### config.mk
export PLATFORM = sky130hd
export DESIGN_NAME = engine_ctrl_top
export DESIGN_NICKNAME = d
export VERILOG_FILES = /design/src/design/engine_ctrl_pkg.sv /design/src/design/engine_ctrl_top.sv /design/src/design/board_regs.sv /design/src/design/axi_write_capture.sv /design/src/design/cmd_fifo.sv
export SDC_FILE = /design/constraint.sdc
export NUM_CORES = 1
export LEC_CHECK = 0
export BUFFER_PORTS_ARGS = -buffer_cell sky130_fd_sc_hd__buf_4
export CAP_MARGIN = 20
export CELL_PAD_IN_SITES_DETAIL_PLACEMENT = 1
export CELL_PAD_IN_SITES_GLOBAL_PLACEMENT = 1
export CORE_ASPECT_RATIO = 0.6
export CORE_MARGIN = 2
export CORE_UTILIZATION = 30
export DETAILED_ROUTE_END_ITERATION = 10
export GPL_ROUTABILITY_DRIVEN = 0
export PLACE_DENSITY_LB_ADDON = 0.1
export REMOVE_ABC_BUFFERS = 1
export SLEW_MARGIN = 10
export SYNTH_ARGS = -nofsm -noshare
export SYNTH_HDL_FRONTEND = slang
export SYNTH_SLANG_ARGS = --single-unit
### constraint.sdc
create_clock -name clk -period 5.6 [get_ports clk]
set_clock_uncertainty 0.2 [all_clocks]
set_input_delay 1.12 -clock clk [delete_from_list [all_inputs] [get_ports clk]]
set_output_delay 1.12 -clock clk [all_outputs]
set_load 0.005 [all_outputs]
### src/design/engine_ctrl_pkg.sv
package engine_ctrl_pkg;

   localparam int AXI_ADDR_WIDTH   = 40;
   localparam int DATA_WIDTH       = 32;
   localparam int REG_INDEX_WIDTH  = 14;   // Byte address bits 15:2

   localparam int PIECE_WIDTH      = 4;
   localparam int SIDE_WIDTH       = 8 * PIECE_WIDTH;   // One rank of eight squares
   localparam int BOARD_RANKS      = 8;
   localparam int BOARD_WIDTH      = BOARD_RANKS * SIDE_WIDTH;

   localparam int MOVE_INDEX_WIDTH = 8;
   localparam int EVAL_WIDTH       = 24;
   localparam int HALF_MOVE_WIDTH  = 8;

   localparam int FIFO_DEPTH       = 4;

   // Word indices
   localparam int REG_CONTROL      = 0;
   localparam int REG_MOVE_INDEX   = 1;
   localparam int REG_POSITION     = 2;
   localparam int REG_HALF_MOVE    = 3;
   localparam int REG_BOARD_BASE   = 8;     // Ranks 0..7 follow
   localparam int REG_MOVE_EVAL    = 134;
   localparam int REG_MOVE_COUNT   = 135;

   // Control word bits
   localparam int CTRL_NEW_BOARD_BIT   = 0;
   localparam int CTRL_CLEAR_MOVES_BIT = 1;
   localparam int CTRL_MOVES_READY_BIT = 2;
   localparam int CTRL_MOVE_READY_BIT  = 3;
   localparam int CTRL_IDLE_BIT        = 7;
   localparam int CTRL_SOFT_RESET_BIT  = 31;

   typedef logic [REG_INDEX_WIDTH-1:0] reg_index_t;

   typedef struct packed {
      reg_index_t            index;
      logic [DATA_WIDTH-1:0] data;
   } wr_cmd_t;

endpackage
### src/design/engine_ctrl_top.sv
`timescale 1ns/1ps

module engine_ctrl_top
   import engine_ctrl_pkg::*;
(
   input  logic                          clk,
   input  logic                          rst_n,
   input  logic [AXI_ADDR_WIDTH-1:0]     awaddr,
   input  logic                          awvalid,
   output logic                          awready,
   input  logic [DATA_WIDTH-1:0]         wdata,
   input  logic                          wvalid,
   output logic                          wready,
   output logic                          bvalid,
   input  logic                          bready,
   input  logic [AXI_ADDR_WIDTH-1:0]     araddr,
   input  logic                          arvalid,
   output logic                          arready,
   output logic [DATA_WIDTH-1:0]         rdata,
   output logic                          rvalid,
   input  logic                          rready,
   input  logic                          engine_idle,
   input  logic                          moves_ready,
   input  logic                          move_ready,
   input  logic [MOVE_INDEX_WIDTH-1:0]   move_count,
   input  logic signed [EVAL_WIDTH-1:0]  move_eval,
   output logic                          new_board_valid,
   output logic                          clear_moves,
   output logic                          soft_reset,
   output logic [BOARD_WIDTH-1:0]        new_board,
   output logic                          white_to_move,
   output logic [3:0]                    castle_mask,
   output logic [3:0]                    en_passant_col,
   output logic [HALF_MOVE_WIDTH-1:0]    half_move,
   output logic [MOVE_INDEX_WIDTH-1:0]   move_index
);

   wr_cmd_t    cap_cmd;
   logic       cap_valid;
   logic       cap_ready;
   wr_cmd_t    wq_cmd;
   logic       wq_valid;
   logic       wq_ready;
   reg_index_t ar_index;
   reg_index_t rq_index;
   logic       rq_valid;
   logic       rq_ready;

   assign ar_index = araddr[REG_INDEX_WIDTH+1:2];

   axi_write_capture write_capture (
      .clk       (clk),
      .rst_n     (rst_n),
      .awaddr    (awaddr),
      .awvalid   (awvalid),
      .awready   (awready),
      .wdata     (wdata),
      .wvalid    (wvalid),
      .wready    (wready),
      .bvalid    (bvalid),
      .bready    (bready),
      .cmd_valid (cap_valid),
      .cmd       (cap_cmd),
      .cmd_ready (cap_ready)
   );

   cmd_fifo #(.payload_t(wr_cmd_t)) write_queue (
      .clk        (clk),
      .rst_n      (rst_n),
      .push_valid (cap_valid),
      .push_data  (cap_cmd),
      .push_ready (cap_ready),
      .pop_valid  (wq_valid),
      .pop_data   (wq_cmd),
      .pop_ready  (wq_ready)
   );

   cmd_fifo #(.payload_t(reg_index_t)) read_queue (
      .clk        (clk),
      .rst_n      (rst_n),
      .push_valid (arvalid),
      .push_data  (ar_index),
      .push_ready (arready),
      .pop_valid  (rq_valid),
      .pop_data   (rq_index),
      .pop_ready  (rq_ready)
   );

   board_regs regs (
      .clk             (clk),
      .rst_n           (rst_n),
      .wr_valid        (wq_valid),
      .wr_cmd          (wq_cmd),
      .wr_ready        (wq_ready),
      .rd_valid        (rq_valid),
      .rd_index        (rq_index),
      .rd_ready        (rq_ready),
      .rdata           (rdata),
      .rvalid          (rvalid),
      .rready          (rready),
      .engine_idle     (engine_idle),
      .moves_ready     (moves_ready),
      .move_ready      (move_ready),
      .move_count      (move_count),
      .move_eval       (move_eval),
      .new_board_valid (new_board_valid),
      .clear_moves     (clear_moves),
      .soft_reset      (soft_reset),
      .new_board       (new_board),
      .white_to_move   (white_to_move),
      .castle_mask     (castle_mask),
      .en_passant_col  (en_passant_col),
      .half_move       (half_move),
      .move_index      (move_index)
   );

endmodule

### src/design/board_regs.sv
`timescale 1ns/1ps

module board_regs
   import engine_ctrl_pkg::*;
(
   input  logic                          clk,
   input  logic                          rst_n,
   input  logic                          wr_valid,
   input  wr_cmd_t                       wr_cmd,
   output logic                          wr_ready,
   input  logic                          rd_valid,
   input  reg_index_t                    rd_index,
   output logic                          rd_ready,
   output logic [DATA_WIDTH-1:0]         rdata,
   output logic                          rvalid,
   input  logic                          rready,
   input  logic                          engine_idle,
   input  logic                          moves_ready,
   input  logic                          move_ready,
   input  logic [MOVE_INDEX_WIDTH-1:0]   move_count,
   input  logic signed [EVAL_WIDTH-1:0]  move_eval,
   output logic                          new_board_valid,
   output logic                          clear_moves,
   output logic                          soft_reset,
   output logic [BOARD_WIDTH-1:0]        new_board,
   output logic                          white_to_move,
   output logic [3:0]                    castle_mask,
   output logic [3:0]                    en_passant_col,
   output logic [HALF_MOVE_WIDTH-1:0]    half_move,
   output logic [MOVE_INDEX_WIDTH-1:0]   move_index
);

   logic                           wr_fire;
   logic                           rd_fire;
   logic                           wr_is_board;
   logic                           rd_is_board;
   logic [$clog2(BOARD_RANKS)-1:0] wr_rank;
   logic [$clog2(BOARD_RANKS)-1:0] rd_rank;
   logic [DATA_WIDTH-1:0]          rd_word;

   assign wr_ready = 1'b1;   // Every write applies in one cycle
   assign rd_ready = !wr_valid && (!rvalid || rready);   // Writes first

   assign wr_fire = wr_valid && wr_ready;
   assign rd_fire = rd_valid && rd_ready;

   // Board base is rank aligned
   assign wr_is_board = (wr_cmd.index >= REG_BOARD_BASE) &&
                        (wr_cmd.index < REG_BOARD_BASE + BOARD_RANKS);
   assign rd_is_board = (rd_index >= REG_BOARD_BASE) &&
                        (rd_index < REG_BOARD_BASE + BOARD_RANKS);
   assign wr_rank = wr_cmd.index[$clog2(BOARD_RANKS)-1:0];
   assign rd_rank = rd_index[$clog2(BOARD_RANKS)-1:0];

   always_ff @(posedge clk or negedge rst_n)
   begin
      if (!rst_n)
      begin
         new_board_valid <= 1'b0;
         clear_moves     <= 1'b0;
         soft_reset      <= 1'b0;
         move_index      <= '0;
         white_to_move   <= 1'b0;
         castle_mask     <= '0;
         en_passant_col  <= '0;
         half_move       <= '0;
         new_board       <= '0;
      end
      else if (wr_fire)
      begin
         case (wr_cmd.index)
            REG_CONTROL:
            begin
               new_board_valid <= wr_cmd.data[CTRL_NEW_BOARD_BIT];
               clear_moves     <= wr_cmd.data[CTRL_CLEAR_MOVES_BIT];
               soft_reset      <= wr_cmd.data[CTRL_SOFT_RESET_BIT];
            end
            REG_MOVE_INDEX: move_index <= wr_cmd.data[MOVE_INDEX_WIDTH-1:0];
            REG_POSITION:
            begin
               {white_to_move, castle_mask, en_passant_col} <= wr_cmd.data[8:0];
            end
            REG_HALF_MOVE:  half_move <= wr_cmd.data[HALF_MOVE_WIDTH-1:0];
            default:
            begin
               if (wr_is_board)
               begin
                  new_board[wr_rank*SIDE_WIDTH +: SIDE_WIDTH] <= wr_cmd.data[SIDE_WIDTH-1:0];
               end
            end
         endcase
      end
   end

   always_comb
   begin
      rd_word = '0;   // Unmapped reads give zero
      case (rd_index)
         REG_CONTROL:
         begin
            rd_word[CTRL_NEW_BOARD_BIT]   = new_board_valid;
            rd_word[CTRL_CLEAR_MOVES_BIT] = clear_moves;
            rd_word[CTRL_MOVES_READY_BIT] = moves_ready;
            rd_word[CTRL_MOVE_READY_BIT]  = move_ready;
            rd_word[CTRL_IDLE_BIT]        = engine_idle;
            rd_word[CTRL_SOFT_RESET_BIT]  = soft_reset;
         end
         REG_MOVE_INDEX: rd_word = DATA_WIDTH'(move_index);
         REG_POSITION:   rd_word = DATA_WIDTH'({white_to_move, castle_mask, en_passant_col});
         REG_HALF_MOVE:  rd_word = DATA_WIDTH'(half_move);
         REG_MOVE_EVAL:
         begin
            rd_word = {{(DATA_WIDTH - EVAL_WIDTH){move_eval[EVAL_WIDTH-1]}}, move_eval};
         end
         REG_MOVE_COUNT: rd_word = DATA_WIDTH'(move_count);
         default:
         begin
            if (rd_is_board)
            begin
               rd_word[SIDE_WIDTH-1:0] = new_board[rd_rank*SIDE_WIDTH +: SIDE_WIDTH];
            end
         end
      endcase
   end

   always_ff @(posedge clk or negedge rst_n)
   begin
      if (!rst_n)
      begin
         rvalid <= 1'b0;
         rdata  <= '0;
      end
      else if (rd_fire)
      begin
         rvalid <= 1'b1;
         rdata  <= rd_word;
      end
      else if (rready)
      begin
         rvalid <= 1'b0;
      end
   end

   // A stalled response is neither replaced nor dropped
   a_r_stall: assert property (@(posedge clk) disable iff (!rst_n)
      rvalid && !rready |-> !rd_fire ##1 rvalid && $stable(rdata));

endmodule

### src/design/axi_write_capture.sv
`timescale 1ns/1ps

module axi_write_capture
   import engine_ctrl_pkg::*;
(
   input  logic                      clk,
   input  logic                      rst_n,
   input  logic [AXI_ADDR_WIDTH-1:0] awaddr,
   input  logic                      awvalid,
   output logic                      awready,
   input  logic [DATA_WIDTH-1:0]     wdata,
   input  logic                      wvalid,
   output logic                      wready,
   output logic                      bvalid,
   input  logic                      bready,
   output logic                      cmd_valid,
   output wr_cmd_t                   cmd,
   input  logic                      cmd_ready
);

   logic                  bus_open;   // Set one cycle after reset release
   logic                  aw_held;
   logic                  w_held;
   reg_index_t            addr_q;
   logic [DATA_WIDTH-1:0] data_q;
   logic                  aw_fire;
   logic                  w_fire;
   logic                  cmd_fire;

   // A channel stalls once its beat is held or a response is pending
   assign awready = bus_open && !aw_held && !bvalid;
   assign wready  = bus_open && !w_held && !bvalid;

   assign aw_fire  = awvalid && awready;
   assign w_fire   = wvalid && wready;

   assign cmd_valid  = aw_held && w_held;
   assign cmd.index  = addr_q;
   assign cmd.data   = data_q;
   assign cmd_fire   = cmd_valid && cmd_ready;

   always_ff @(posedge clk)
   begin
      if (aw_fire)
      begin
         addr_q <= awaddr[REG_INDEX_WIDTH+1:2];   // Word index
      end
      if (w_fire)
      begin
         data_q <= wdata;
      end
   end

   always_ff @(posedge clk or negedge rst_n)
   begin
      if (!rst_n)
      begin
         bus_open <= 1'b0;
         aw_held  <= 1'b0;
         w_held   <= 1'b0;
         bvalid   <= 1'b0;
      end
      else
      begin
         bus_open <= 1'b1;
         if (cmd_fire)
         begin
            aw_held <= 1'b0;
            w_held  <= 1'b0;
            bvalid  <= 1'b1;
         end
         else
         begin
            if (aw_fire)
            begin
               aw_held <= 1'b1;
            end
            if (w_fire)
            begin
               w_held <= 1'b1;
            end
            if (bvalid && bready)
            begin
               bvalid <= 1'b0;
            end
         end
      end
   end

   a_b_hold: assert property (@(posedge clk) disable iff (!rst_n)
      bvalid && !bready |=> bvalid);

endmodule

### src/design/cmd_fifo.sv
`timescale 1ns/1ps

module cmd_fifo
   import engine_ctrl_pkg::*;
#(
   parameter type payload_t = logic
)
(
   input  logic     clk,
   input  logic     rst_n,
   input  logic     push_valid,
   input  payload_t push_data,
   output logic     push_ready,
   output logic     pop_valid,
   output payload_t pop_data,
   input  logic     pop_ready
);

   payload_t mem [FIFO_DEPTH];

   logic [$clog2(FIFO_DEPTH)-1:0]   wr_ptr;   // Depth is a power of two
   logic [$clog2(FIFO_DEPTH)-1:0]   rd_ptr;
   logic [$clog2(FIFO_DEPTH+1)-1:0] count;
   logic                            push_fire;
   logic                            pop_fire;

   assign push_ready = (count != FIFO_DEPTH);
   assign pop_valid  = (count != 0);
   assign pop_data   = mem[rd_ptr];

   assign push_fire = push_valid && push_ready;
   assign pop_fire  = pop_valid && pop_ready;

   always_ff @(posedge clk)
   begin
      if (push_fire)
      begin
         mem[wr_ptr] <= push_data;
      end
   end

   always_ff @(posedge clk or negedge rst_n)
   begin
      if (!rst_n)
      begin
         wr_ptr <= '0;
         rd_ptr <= '0;
         count  <= '0;
      end
      else
      begin
         if (push_fire)
         begin
            wr_ptr <= wr_ptr + 1'b1;
         end
         if (pop_fire)
         begin
            rd_ptr <= rd_ptr + 1'b1;
         end
         case ({push_fire, pop_fire})
            2'b10:   count <= count + 1'b1;
            2'b01:   count <= count - 1'b1;
            default: count <= count;   // Both or neither
         endcase
      end
   end

   // A full queue never overwrites its oldest entry
   a_no_push_full: assert property (@(posedge clk) disable iff (!rst_n)
      (count == FIFO_DEPTH) && !pop_ready |=> $stable(pop_data) && (count == FIFO_DEPTH));

   // A waiting head entry stays put until it is taken
   a_no_pop_empty: assert property (@(posedge clk) disable iff (!rst_n)
      pop_valid && !pop_ready |=> pop_valid && $stable(pop_data));

endmodule

Word level (Yosys, flattened, before mapping) --
Memory sizes are Yosys's and may differ from the RTL's. Index checks and enable logic that the tools add are counted.
Word-level totals: memories kept 2, register bits after elaboration 381, bits in writable memories 240, input port bits 154, word-level logic and storage cells 115, output and inout port bits 321
Memory list:
- write_queue.mem | depth 4, bits a word 46, rd ports 1, clocked after memory_dff 0, write ports 1, RTL line cmd_fifo.sv:19 | payload_t mem [FIFO_DEPTH];
- read_queue.mem | depth 4, bits a word 14, rd ports 1, clocked after memory_dff 0, write ports 1, RTL line cmd_fifo.sv:19
Operators by class: order comparisons 4, add/subtract/negate cells 9, bitwise operators 1, shifts and indexed selects 3, reduce and logical (&&, ||, !) cells 38, muxes and demuxes 21, eq/ne operators 14
Operators by type and width (count):
- bitwise mux 256 bit | 1
- variable shift 32 x 34 -> 256 bit, first input constant | 1
- indexed part select 256 x 9 -> 32 bit | 1
- indexed part select 32 x 34 -> 256 bit | 1
- one-hot mux 23 bit (3 select lines) | 1
- equality test 14 x 2 -> 1 bit, second input constant | 4
- negator 8 -> 34 bit | 1
- two-way mux 32 bit | 1
- equality test 14 x 1 -> 1 bit, second input constant | 2
- equality test 14 x 8 -> 1 bit, second input constant | 2
- greater-or-equal comparator 14 x 4 -> 1 bit, second input constant | 2
- logical NOT 14 bit | 2
- < comparator 14 x 5 -> 1 bit, second input constant | 2
- one-hot mux 4 bit (6 select lines) | 1
- one-hot mux 3 bit (6 select lines) | 1
- logical AND 1 bit | 14
- two-way mux 1 bit | 12
- one-hot mux 3 bit (2 select lines) | 2
- nonzero test 2 bit | 6
- OR reduction 4 bit | 3
- adder 2 x 1 -> 2 bit, second input constant | 4
- AND reduction 2 bit | 4
- adder 3 x 1 -> 3 bit, second input constant | 2
- inequality test 3 bit, second input constant | 2
- 10 further kinds | 18

Depth between registers and ports, before layout --
Gate-level depths: netlist (run 1).
word-level depth 6, depth in mapped cells 14, depth with buffers taken out 10

Cells and area by module --
Synthesis (run 1) repeated with hierarchy kept, for this count alone.
Unflattened totals: cell total of the unflattened synthesis 1661, area, all modules 25774.7 um2
By module, submodules not included:
- board_regs | times used 1, cells each 1210, area an instance 14712.9 um2, seq. area each 7932.6 um2
- cmd_fifo at write_queue | times used 1, cells each 277, area an instance 7048.0 um2, seq. area each 5700.5 um2
- cmd_fifo at read_queue | times used 1, cells each 110, area an instance 2447.3 um2, seq. area each 1856.8 um2
- axi_write_capture | times used 1, cells each 64, area an instance 1566.5 um2, seq. area each 1481.4 um2

Worst setup path after synthesis (run 1) --
OpenSTA, ideal clock, no wires.
path kind reg2reg, start point register write_queue.rd_ptr[0], end point register regs.new_board[2], required time 5272 ps, stages on the path, launching flop included 10, clock period less this slack 3235 ps, path slack 2365 ps, arrival 2907 ps, setup time 128 ps, buffers on the path 3, cells stage by stage dfrtp_1 buf_6 mux4_2 inv_2 ha_1 ha_1 buf_1 nor4b_4 buf_6 mux2_1
On the way: word-level cells in the longest chain between the ends 5, elaborated cells between the ends (all ways) 15, classes of those cells add/sub: 1; order compare: 2; eq/ne: 3; shift: 2; mux: 1; bitwise: 1; reduce/logical: 4; memory: 1
Ends and longest elaborated chain:
- start: declaration | RTL line cmd_fifo.sv:22 | logic [$clog2(FIFO_DEPTH)-1:0] rd_ptr;
- start signal: assignment | RTL line cmd_fifo.sv:58 | rd_ptr <= rd_ptr + 1'b1;
- memory read (4 x 46 bit) (*)
- branches (longest 4 deep; another with negator 8 -> 34 bit)
- end signal: indexed assignment | RTL line board_regs.sv:88 | new_board[wr_rank*SIDE_WIDTH +: SIDE_WIDTH] <= wr_cmd.data[SIDE_WIDTH-1:0];
- end: declaration | RTL line board_regs.sv:25 | output logic [BOARD_WIDTH-1:0] new_board,
Mark *: on every way between the ends. A chain may end at the register's enable or synchronous reset.

Worst setup path after layout (run 1) --
start point register write_queue.rd_ptr[1], end point register regs.new_board[13]
The elaborated chain is that of the path after synthesis.

==> impl_metrics.yaml, run 1 <==
route:
  drt_first_iter_violations: 887
  ant_nets: 0
  via_density_per_instance: 5.004
  drt-pass1-iter-count: 5
  drc: 0
  dr_total_vias: 16810
  routed_wire_length_per_instance_um: 28.31
  wirelength_mm: 95.12
floorplanning:
  floorplan.die_area_um2: 90110
  pin_count: 475
  chipHeight_um: 233.3
  placement_rows: 84
  start_util: 0.3014
  design.core.area_um2: 87230
  fp.dieW_um: 386.2
yosys:
  asyncSetResetFlopFracSynth: 0.5395
  netlist_instances: 1701
  mappedNetlistArea_um2: 26300
  synth-warning-count: 0
  yosys.cell_types.count: 60
  syn_avg_cell_area_um2: 15.46
  ys_ff_latch: 621
  synthFlopType: "sky130_fd_sc_hd__dfrtp_1"
  synth_edf_count: 286
  synth-seq-area-share: 0.6454
final_layout:
  finish.cell_count_without_fillers: 3360
  area_growth_syn_to_layout_pct: 25.45
  layout-drive-gt1-share: 0.3571
  filler_cell_count: 8938
  nets: 2314
  mostFrequentLayoutCell: "sky130_fd_sc_hd__buf_4"
  leading_cell_types_in_the_layout_fill_and_taps_excluded: "sky130_fd_sc_hd__buf_4, sky130_fd_sc_hd__dfrtp_1, sky130_fd_sc_hd__edfxtp_1"
worst_setup_path:
  worstReg2RegStart: "write_queue.rd_ptr[1]"
  setup.reg_to_reg.worst_slack_ps: 1390
  arrival_ps: 4520
  stages_on_the_worst_setup_path: 7
  sort_of_element_at_the_end_of_the_critical_path: "register"
  cp_startpoint_kind: "register"
  critical_path.n_buffers_inverters: 3
  worst_setup_path_endpoint: "regs.new_board[13]"
  critPathMostFrequentCell: "sky130_fd_sc_hd__buf_4"
  r2r_end: "regs.new_board[13]"
  crit_start: "write_queue.rd_ptr[1]"
  cp_delay_by_family_top: "buffers and inverters"
  cp_slowest_stage_delay_ps: 750
  critical_path.cell_chain: "buf_4, mux4_2, inv_2, ha_2, nor4b_4, buf_4, mux2_1"
  timing.setup.critical_path_class: "reg -> reg"
  critPathSlowestCell: "sky130_fd_sc_hd__ha_2"
  cp_max_fo: 27
  crit_required_ps: 5910
  timing.reg2reg.worst_path_depth: 7
clock_tree:
  tritoncts: "yes"
  clock_tree.buffer_depth: 3
  cts-hold-fix-buffers: 0
  clock_tree.root_cell: "sky130_fd_sc_hd__clkbuf_16"
  post_cts_resize_count: 0
  num_clock_sinks: 621
  worst_skew_late_latency_ps: 640
  cts_buffers: 67
  cts_max_level: 3
  post-cts-setup-buffer-count: 0
  clk_pin_slew_ps: 60
placed_design:
  dp_hpwl_mm: 65.25
  dp.cells: 3234
  numPortBuffers: 422
power:
  p_sw_frac: 0.3701
  netSwitchingPower_mw: 5.506
  power.leakage_nw: 14.72
  power.share.combinational: 0.333
  pwr_density_cell_nw_per_um2: 451.0
  p_seq_frac: 0.372
  ir_worst_vdd_v: 0.0002742
  internal_power_mw: 9.371
  clockPowerShare: 0.295
global_route:
  antenna_found_initial: 6
  grt_first_pass_wirelength_mm: 134.0
  grt_max_degree: 118
  first_global_vias: 17870
  globalRouteTotalUtil: 0.2106
  overflow: 0
timing:
  worst-slew-pin-transition_ps: 1139
  rsz0062_at_grt: "false"
  final.hold.worst_slack_ps: 219.1
  fin_setup_tns_ps: 0
  final-hold-violation-count: 0
  post-route-min-period_ps: 4206
  fin_crit_sh: 0.7511
  maxSlewViolCount: 0
  max_freq_ghz: 0.2378
  finalSetupViolCount: 0
  relSlewSlack: 0.2389
outcome:
  run_status: "complete, no violations"
job:
  cap_violations: 0
worst_hold_path:
  hp-class: "in -> async"
==> state kept, by name, summed over array words and instances, names as in the netlist, 8 cells and up <==
name	count
regs.half_move	8
regs.new_board	256
read_queue.mem	56
regs.rdata	32
write_capture.addr_q	14
write_capture.data_q	32
regs.move_index	8
write_queue.mem	184
==> cell usage after synthesis, types with 3 or more instances <==
library cell	number	area (um^2)
sky130_fd_sc_hd__nor4_1	13	81.33
sky130_fd_sc_hd__o22a_1	10	87.58
sky130_fd_sc_hd__nor4b_4	4	95.09
sky130_fd_sc_hd__and3_1	4	25.02
sky130_fd_sc_hd__xor2_1	5	43.79
sky130_fd_sc_hd__nand3_1	19	95.09
sky130_fd_sc_hd__edfxtp_1	286	8588
sky130_fd_sc_hd__nor3_1	11	55.05
sky130_fd_sc_hd__a31oi_1	6	37.54
sky130_fd_sc_hd__nor2b_1	25	156.4
sky130_fd_sc_hd__and2_1	9	56.30
sky130_fd_sc_hd__nand2b_1	37	231.5
sky130_fd_sc_hd__a221o_1	22	220.2
sky130_fd_sc_hd__a211oi_1	10	75.07
sky130_fd_sc_hd__nor4b_1	3	26.28
sky130_fd_sc_hd__a21oi_1	17	85.08
sky130_fd_sc_hd__nand3b_1	5	37.54
sky130_fd_sc_hd__o21ai_0	9	45.04
sky130_fd_sc_hd__inv_2	3	11.26
sky130_fd_sc_hd__ha_1	15	187.7
sky130_fd_sc_hd__o21ai_1	3	15.01
sky130_fd_sc_hd__mux4_2	41	923.4
sky130_fd_sc_hd__buf_2	33	165.2
sky130_fd_sc_hd__mux2_1	188	2117
sky130_fd_sc_hd__or3_1	3	18.77
sky130_fd_sc_hd__nand2_1	29	108.9
sky130_fd_sc_hd__mux2i_1	88	880.8
sky130_fd_sc_hd__buf_1	4	15.01
sky130_fd_sc_hd__o22ai_1	22	137.6
sky130_fd_sc_hd__nor2_1	157	589.3
sky130_fd_sc_hd__clkbuf_1	29	108.9
sky130_fd_sc_hd__xnor2_1	7	61.31
sky130_fd_sc_hd__a221oi_1	16	140.1
sky130_fd_sc_hd__inv_1	17	63.81
sky130_fd_sc_hd__o21a_1	3	22.52
sky130_fd_sc_hd__dfrtp_1	335	8383
sky130_fd_sc_hd__buf_6	10	112.6
sky130_fd_sc_hd__mux2_2	153	1723
sky130_fd_sc_hd__buf_4	14	105.1
sky130_fd_sc_hd__a22oi_1	13	97.59
==> worst reg2reg max path: stages (launching register included) <==
cell and delay (ps):
sky130_fd_sc_hd__dfrtp_2 670, sky130_fd_sc_hd__buf_4 590, sky130_fd_sc_hd__mux4_2 510, sky130_fd_sc_hd__inv_2 100
sky130_fd_sc_hd__ha_2 750, sky130_fd_sc_hd__nor4b_4 350, sky130_fd_sc_hd__buf_4 500, sky130_fd_sc_hd__mux2_1 420
==> worst min path at each step <==
stage,slack [ps],cells after the start,end
finish,220,1,regs.rdata[7]
floorplan,260,1,write_queue.count[2]
CTS,190,1,regs.rdata[7]
detailed placement,290,1,read_queue.count[2]
global route,200,1,regs.rdata[7]
global placement,270,0,write_queue.mem[2][21]
==> per-layer routing <==
layer / GRT usage / part of all wire / up-vias
li1: - / - / 7272
met1: 0.3087 / 0.49 / 9046
met2: 0.3233 / 0.45 / 390
met3: 0.04427 / 0.048 / 105
met4: 0.03706 / 0.015 / 0
met5: 0 / 0 / -
==> power groups by stage <==
| stage | Sequential [mW] | Clock [mW] | Combinational [mW] |
|---|---|---|---|
| 3_5_place_dp | 5.64 | 0 | 4.98 |
| 3_3_place_gp | 5.61 | 0 | 4.89 |
| 5_1_grt | 5.60 | 4.67 | 5.35 |
| 4_1_cts | 5.55 | 4.50 | 4.99 |
| 2_1_floorplan | 5.60 | 0 | 2.76 |
| 6_report | 5.54 | 4.38 | 4.95 |
==> cell type report <==
| type | instances | area (um^2) | area share |
|---|---|---|---|
| Clock buffer | 101 | 1918 | 0.05815 |
| Clock inverter | 23 | 202.7 | 0.006144 |
| Sequential cell | 621 | 16980 | 0.5146 |
| Inverter | 20 | 75.07 | 0.002276 |
| Tap cell | 1161 | 1453 | 0.04404 |
| Antenna cell | 1 | 2.502 | 0.00007586 |
| Timing Repair Buffer | 463 | 3546 | 0.1075 |
| Multi-Input combinational cell | 970 | 8815 | 0.2672 |
==> cells by family after synthesis <==
logic type,synth area share
AO/OA/AOI/OAI,0.04068
other,0.0001426
buffers and inverters,0.02213
flip-flops,0.6454
AND/OR/NAND/NOR,0.06433
multiplexers,0.2146
XOR/XNOR,0.003997
adder cells (fa/ha/maj),0.008660
==> per-stage QoR <==
step,power (mW),util,setup WS (ps),area (um^2)
finish,14.88,0.3782,1394,32990
global route,15.62,0.3782,1251,32990
CTS,15.05,0.3779,1353,32970
detailed placement,10.62,0.3536,1366,30840
global placement,10.50,0.3536,1423,30840
floorplan,8.364,-,475.7,25790
Power figures use the tool's default switching activity.
==> run 2: changes to the inputs <==
==> constraint.sdc (replaced) <==
create_clock -name clk -period 4.1 [get_ports clk]
set_clock_uncertainty 0.2 [all_clocks]
set_input_delay 0.82 -clock clk [delete_from_list [all_inputs] [get_ports clk]]
set_output_delay 0.82 -clock clk [all_outputs]
set_load 0.005 [all_outputs]
==> impl_metrics.yaml, run 2 (synthesis results as in run 1) <==
clock_tree:
  num_clock_sinks: 621
  post_cts_resize_count: 0
  worst_skew_late_latency_ps: 640
  clk_pin_slew_ps: 60
  tritoncts: "yes"
  clock_tree.root_cell: "sky130_fd_sc_hd__clkbuf_16"
  clock_tree.buffer_depth: 3
  cts_max_level: 3
  cts_buffers: 68
floorplanning:
  start_util: 0.3014
  design.core.area_um2: 87230
  fp.dieW_um: 386.2
  chipHeight_um: 233.3
  pin_count: 475
  placement_rows: 84
  floorplan.die_area_um2: 90110
timing:
  post-route-min-period_ps: 3436
  finalSetupViolCount: 0
  worst-slew-pin-transition_ps: 987.8
  max_freq_ghz: 0.2910
  final-hold-violation-count: 0
  fin_crit_sh: 0.8380
  maxSlewViolCount: 0
  final.hold.worst_slack_ps: 152.2
  relSlewSlack: 0.3401
  rsz0062_at_grt: "false"
  fin_setup_tns_ps: 0
global_route:
  overflow: 0
  globalRouteTotalUtil: 0.2117
  grt_first_pass_wirelength_mm: 135.7
  first_global_vias: 18060
  grt_max_degree: 85
  antenna_found_initial: 3
final_layout:
  leading_cell_types_in_the_layout_fill_and_taps_excluded: "sky130_fd_sc_hd__buf_4, sky130_fd_sc_hd__dfrtp_1, sky130_fd_sc_hd__edfxtp_1"
  area_growth_syn_to_layout_pct: 27.06
  nets: 2339
  max_flop_register: "regs.new_board"
  design_area_um2: 33410
  num_antenna_cells: 0
  biggestRegsByFlops: "regs.new_board (256), write_queue.mem (184), read_queue.mem (56)"
  layout-drive-gt1-share: 0.3662
  largest_reg_flops: 256
  mostFrequentLayoutCell: "sky130_fd_sc_hd__buf_4"
placed_design:
  numPortBuffers: 422
  placement.cell_area_um2: 31140
  dp_hpwl_mm: 66.36
worst_setup_path:
  critical_path.cell_chain: "mux4_2, buf_4, nor2b_1, a22oi_1, nand2_1, nor2_1, o22a_1"
  cp_slowest_stage_delay_ps: 800
  crit_required_ps: 4430
  arrival_ps: 3770
  sort_of_element_at_the_end_of_the_critical_path: "register"
  cp_startpoint_kind: "register"
  timing.setup.critical_path_class: "reg -> reg"
  cp_max_fo: 15
  critPathSlowestCell: "sky130_fd_sc_hd__dfrtp_1"
power:
  pwr_density_cell_nw_per_um2: 627.7
  power.leakage_nw: 14.94
  ir_worst_vdd_v: 0.0003137
route:
  drc: 0
  wirelength_mm: 95.80
  ant_nets: 0
  routed_wire_length_per_instance_um: 28.31
  drt_first_iter_violations: 986
  via_density_per_instance: 4.957
  drt-pass1-iter-count: 4
  dr_total_vias: 16770
job:
  cap_violations: 0
outcome:
  run_status: "complete, no violations"
worst_hold_path:
  hp-class: "in -> reg"
## run 2: changes by cell type in the layout (fill, tap and decap cells not counted), moves of 2 or more
cell / previous run / this run
sky130_fd_sc_hd__buf_12: 5 / 13
sky130_fd_sc_hd__buf_4: 457 / 472
sky130_fd_sc_hd__bufinv_16: 2 / 8
sky130_fd_sc_hd__clkbuf_1: 26 / 14
sky130_fd_sc_hd__clkinv_1: 5 / 12
sky130_fd_sc_hd__clkinv_8: 3 / 1
sky130_fd_sc_hd__inv_6: 1 / 5
## run 2: worst paths after layout
kind                       cells past startpoint                      from                       to  slack [ps]
max in group asynchronous                      3                     rst_n       regs.new_board[94]        2040
setup reg to reg                               7      read_queue.rd_ptr[1]            regs.rdata[8]         660
hold / removal                                 1                  wdata[3]  write_capture.data_q[3]         150
hold reg to reg                                0  write_capture.data_q[27]   write_queue.mem[2][27]         290
min in group asynchronous                      2                     rst_n            regs.rdata[7]         550
setup / recovery                               7      read_queue.rd_ptr[1]            regs.rdata[8]         660
## run 2: final cells by class
| cell class | count | area, um^2 |
|---|---|---|
| multi-input cells | 970 | 8815 |
| inverters | 20 | 75.07 |
| fillers | 8942 | 53820 |
| clock inverters | 37 | 405.4 |
| clock buffers | 88 | 1859 |
| repair buffers | 487 | 3829 |
| well taps | 1161 | 1453 |
| flip-flops and latches | 621 | 16980 |
## run 2: per-stage QoR
stage / std cells / total power [mW] / setup WS, ps / utilization
finish: 3384 / 20.97 / 664.0 / 0.3830
global route: 3384 / 22.01 / 512.1 / 0.3830
CTS: 3384 / 21.27 / 621.2 / 0.3830
detailed placement: 3258 / 14.79 / 658.6 / 0.3569
global placement: 3258 / 14.64 / 686.8 / 0.3569
floorplan: 1611 / 11.42 / -1024 / -
## run 2: power by group
group | total [mW] | switching [mW] | internal (mW)
registers | 7.51 | 0.309 | 7.20
clock network | 6.39 | 2.67 | 3.72
logic | 7.08 | 4.67 | 2.41
total | 21.0 | 7.64 | 13.3
## run 2: worst max-delay path, delay by kind of cell (launching register included)
kind	cells	cell delay, ps
AND/OR/NAND/NOR	3	990
multiplexers	1	620
buffers and inverters	1	270
flip-flops	1	800
AO/OA/AOI/OAI	2	440
## run 2: repair_timing
| action | in CTS | in global routing |
|---|---|---|
| hold buffers | 1 | 0 |
| hold endpoints to repair | 66 | 0 |
| setup endpoints to repair | 0 | 0 |
| buffers inserted | 0 | 0 |
## run 2: layer usage
layer / GRT usage / vias up / part of all wire
met5: 0 / - / 0
met4: 0.04276 / 0 / 0.014
li1: - / 7316 / -
met1: 0.3061 / 8996 / 0.48
met3: 0.04434 / 91 / 0.050
met2: 0.3275 / 371 / 0.45
==> run 3: changes to the inputs <==
==> constraint.sdc (replaced) <==
create_clock -name clk -period 3.1 [get_ports clk]
set_clock_uncertainty 0.2 [all_clocks]
set_input_delay 0.62 -clock clk [delete_from_list [all_inputs] [get_ports clk]]
set_output_delay 0.62 -clock clk [all_outputs]
set_load 0.005 [all_outputs]
==> impl_metrics.yaml, run 3 (synthesis results as in run 1) <==
final_layout:
  leading_cell_types_in_the_layout_fill_and_taps_excluded: "sky130_fd_sc_hd__buf_4, sky130_fd_sc_hd__dfrtp_1, sky130_fd_sc_hd__edfxtp_1"
  biggestRegsByFlops: "regs.new_board (256), write_queue.mem (184), read_queue.mem (56)"
  area_growth_syn_to_layout_pct: 32.28
  nets: 2462
  max_flop_register: "regs.new_board"
  mostFrequentLayoutCell: "sky130_fd_sc_hd__buf_4"
  layout-drive-gt1-share: 0.3705
  largest_reg_flops: 256
route:
  via_density_per_instance: 4.907
  wirelength_mm: 96.42
  dr_total_vias: 17180
  routed_wire_length_per_instance_um: 27.53
  drc: 0
  drt-pass1-iter-count: 5
  ant_nets: 0
  drt_first_iter_violations: 1028
job:
  cap_violations: 0
timing:
  relSlewSlack: 0.4669
  fin_crit_sh: 0.9795
  maxSlewViolCount: 0
  fin_setup_tns_ps: 0
  post-route-min-period_ps: 3036
  max_freq_ghz: 0.3293
  rsz0062_at_grt: "true"
  finalSetupViolCount: 0
  final-hold-violation-count: 0
  worst-slew-pin-transition_ps: 799.7
  setup_slack_ps: 63.68
global_route:
  antenna_found_initial: 5
  grt_first_pass_wirelength_mm: 136.7
  globalRouteTotalUtil: 0.2134
  first_global_vias: 18620
  grt_max_degree: 72
  overflow: 0
worst_setup_path:
  cp_delay_by_family_top: "multiplexers"
  crit_required_ps: 3390
  setup.reg_to_reg.worst_slack_ps: 60
  timing.setup.critical_path_class: "reg -> reg"
  cp_slowest_stage_delay_ps: 580
  critical_path.n_buffers_inverters: 3
  cp_startpoint_kind: "register"
  arrival_ps: 3330
  critical_path.cell_chain: "mux4_2, inv_2, ha_2, nor2_2, nand3_2, nor4b_4, buf_4, buf_12, mux2_1"
  critPathSlowestCell: "sky130_fd_sc_hd__mux4_2"
  cp_max_fo: 12
  sort_of_element_at_the_end_of_the_critical_path: "register"
placed_design:
  place_ws_ps: -109.8
  numPortBuffers: 422
  dp_hpwl_mm: 67.89
clock_tree:
  worst_skew_late_latency_ps: 630
  cts_buffers: 67
  clk_pin_slew_ps: 60
  cts_max_level: 3
  clock_tree.buffer_depth: 3
  tritoncts: "yes"
  num_clock_sinks: 621
  clock_tree.root_cell: "sky130_fd_sc_hd__clkbuf_16"
worst_hold_path:
  hp-class: "in -> reg"
floorplanning:
  pin_count: 475
  floorplan.die_area_um2: 90110
  start_util: 0.3014
  design.core.area_um2: 87230
  placement_rows: 84
  fp.dieW_um: 386.2
  chipHeight_um: 233.3
power:
  ir_worst_vdd_v: 0.0004412
  power.leakage_nw: 15.53
  total_chip_power_mw: 27.81
  pwr_density_cell_nw_per_um2: 799.4
outcome:
  run_status: "complete, no violations"
run 3: cell count changes in the layout (fill, tap and decap cells not counted), moves of 2 or more:
cell	change
sky130_fd_sc_hd__buf_12	+25
sky130_fd_sc_hd__buf_4	+20
sky130_fd_sc_hd__buf_6	+5
sky130_fd_sc_hd__bufinv_16	-3
sky130_fd_sc_hd__clkbuf_1	+9
sky130_fd_sc_hd__clkinv_1	-6
sky130_fd_sc_hd__clkinv_2	-2
sky130_fd_sc_hd__dlygate4sd3_1	+71
sky130_fd_sc_hd__inv_6	-3
sky130_fd_sc_hd__nor4_1	-2
sky130_fd_sc_hd__nor4_2	+2
run 3: per-layer routing:
layer  part of all wire  global-route usage  up-vias
met3              0.042             0.04036      117
met4              0.021             0.04760        0
met5                  0                   0        -
met2               0.45              0.3244      351
met1               0.49              0.3144     9158
li1                   -                   -     7557
run 3: final cells by class:
class                      count  area, um^2
fill                        8883       52450
sequential                   621       16980
multi-input combinational    971        8890
timing repair buffer         610        5279
clock buffer                  96        1868
tap                         1161        1453
clock inverter                22       241.5
inverter                      20       75.07
antenna                        1       2.502
run 3: timing repair:
item	in CTS	in global routing
setup buffers	7	1
endpoints found under the hold margin	160	1
setup endpoints to repair	105	148
gates resized for setup	12	7
pin swaps	2	4
hold buffers	71	1
gates cloned	2	0
run 3: worst reg2reg max path: stages (launching register included):
cell                      delay, ps
sky130_fd_sc_hd__dfrtp_4        450
sky130_fd_sc_hd__mux4_2         580
sky130_fd_sc_hd__inv_2          120
sky130_fd_sc_hd__ha_2           280
sky130_fd_sc_hd__nor2_2         140
sky130_fd_sc_hd__nand3_2        110
sky130_fd_sc_hd__nor4b_4        300
sky130_fd_sc_hd__buf_4          190
sky130_fd_sc_hd__buf_12         200
sky130_fd_sc_hd__mux2_1         360
run 3: where the power goes:
part           switching, mW  leakage (nW)  internal [mW]
combinational           6.31          7.30           3.62
sequential             0.368          7.20           9.51
clock                   3.39          1.03           4.61
run 3: path summary, 6_finish.rpt:
path	startpoint	end	cells after the start
max in group asynchronous	rst_n	regs.rdata[20]	4
worst max-delay path	write_queue.rd_ptr[0]	regs.new_board[22]	9
worst min-delay path	move_eval[14]	regs.rdata[14]	2
min in group asynchronous	rst_n	regs.half_move[7]	2
worst max register to register	write_queue.rd_ptr[0]	regs.new_board[22]	9
worst min register to register	write_capture.data_q[27]	write_queue.mem[3][27]	0
run 3: per-stage QoR:
step | hold slack (ps) | cell area (um^2) | util | std cells
floorplan | 124.4 | 25790 | - | 1611
global placement | 270.4 | 31760 | 0.3641 | 3301
detailed placement | 283.8 | 31760 | 0.3641 | 3301
CTS | 1.221 | 34730 | 0.3982 | 3499
global route | 5.369 | 34780 | 0.3987 | 3501
finish | 38.81 | 34780 | 0.3988 | 3502
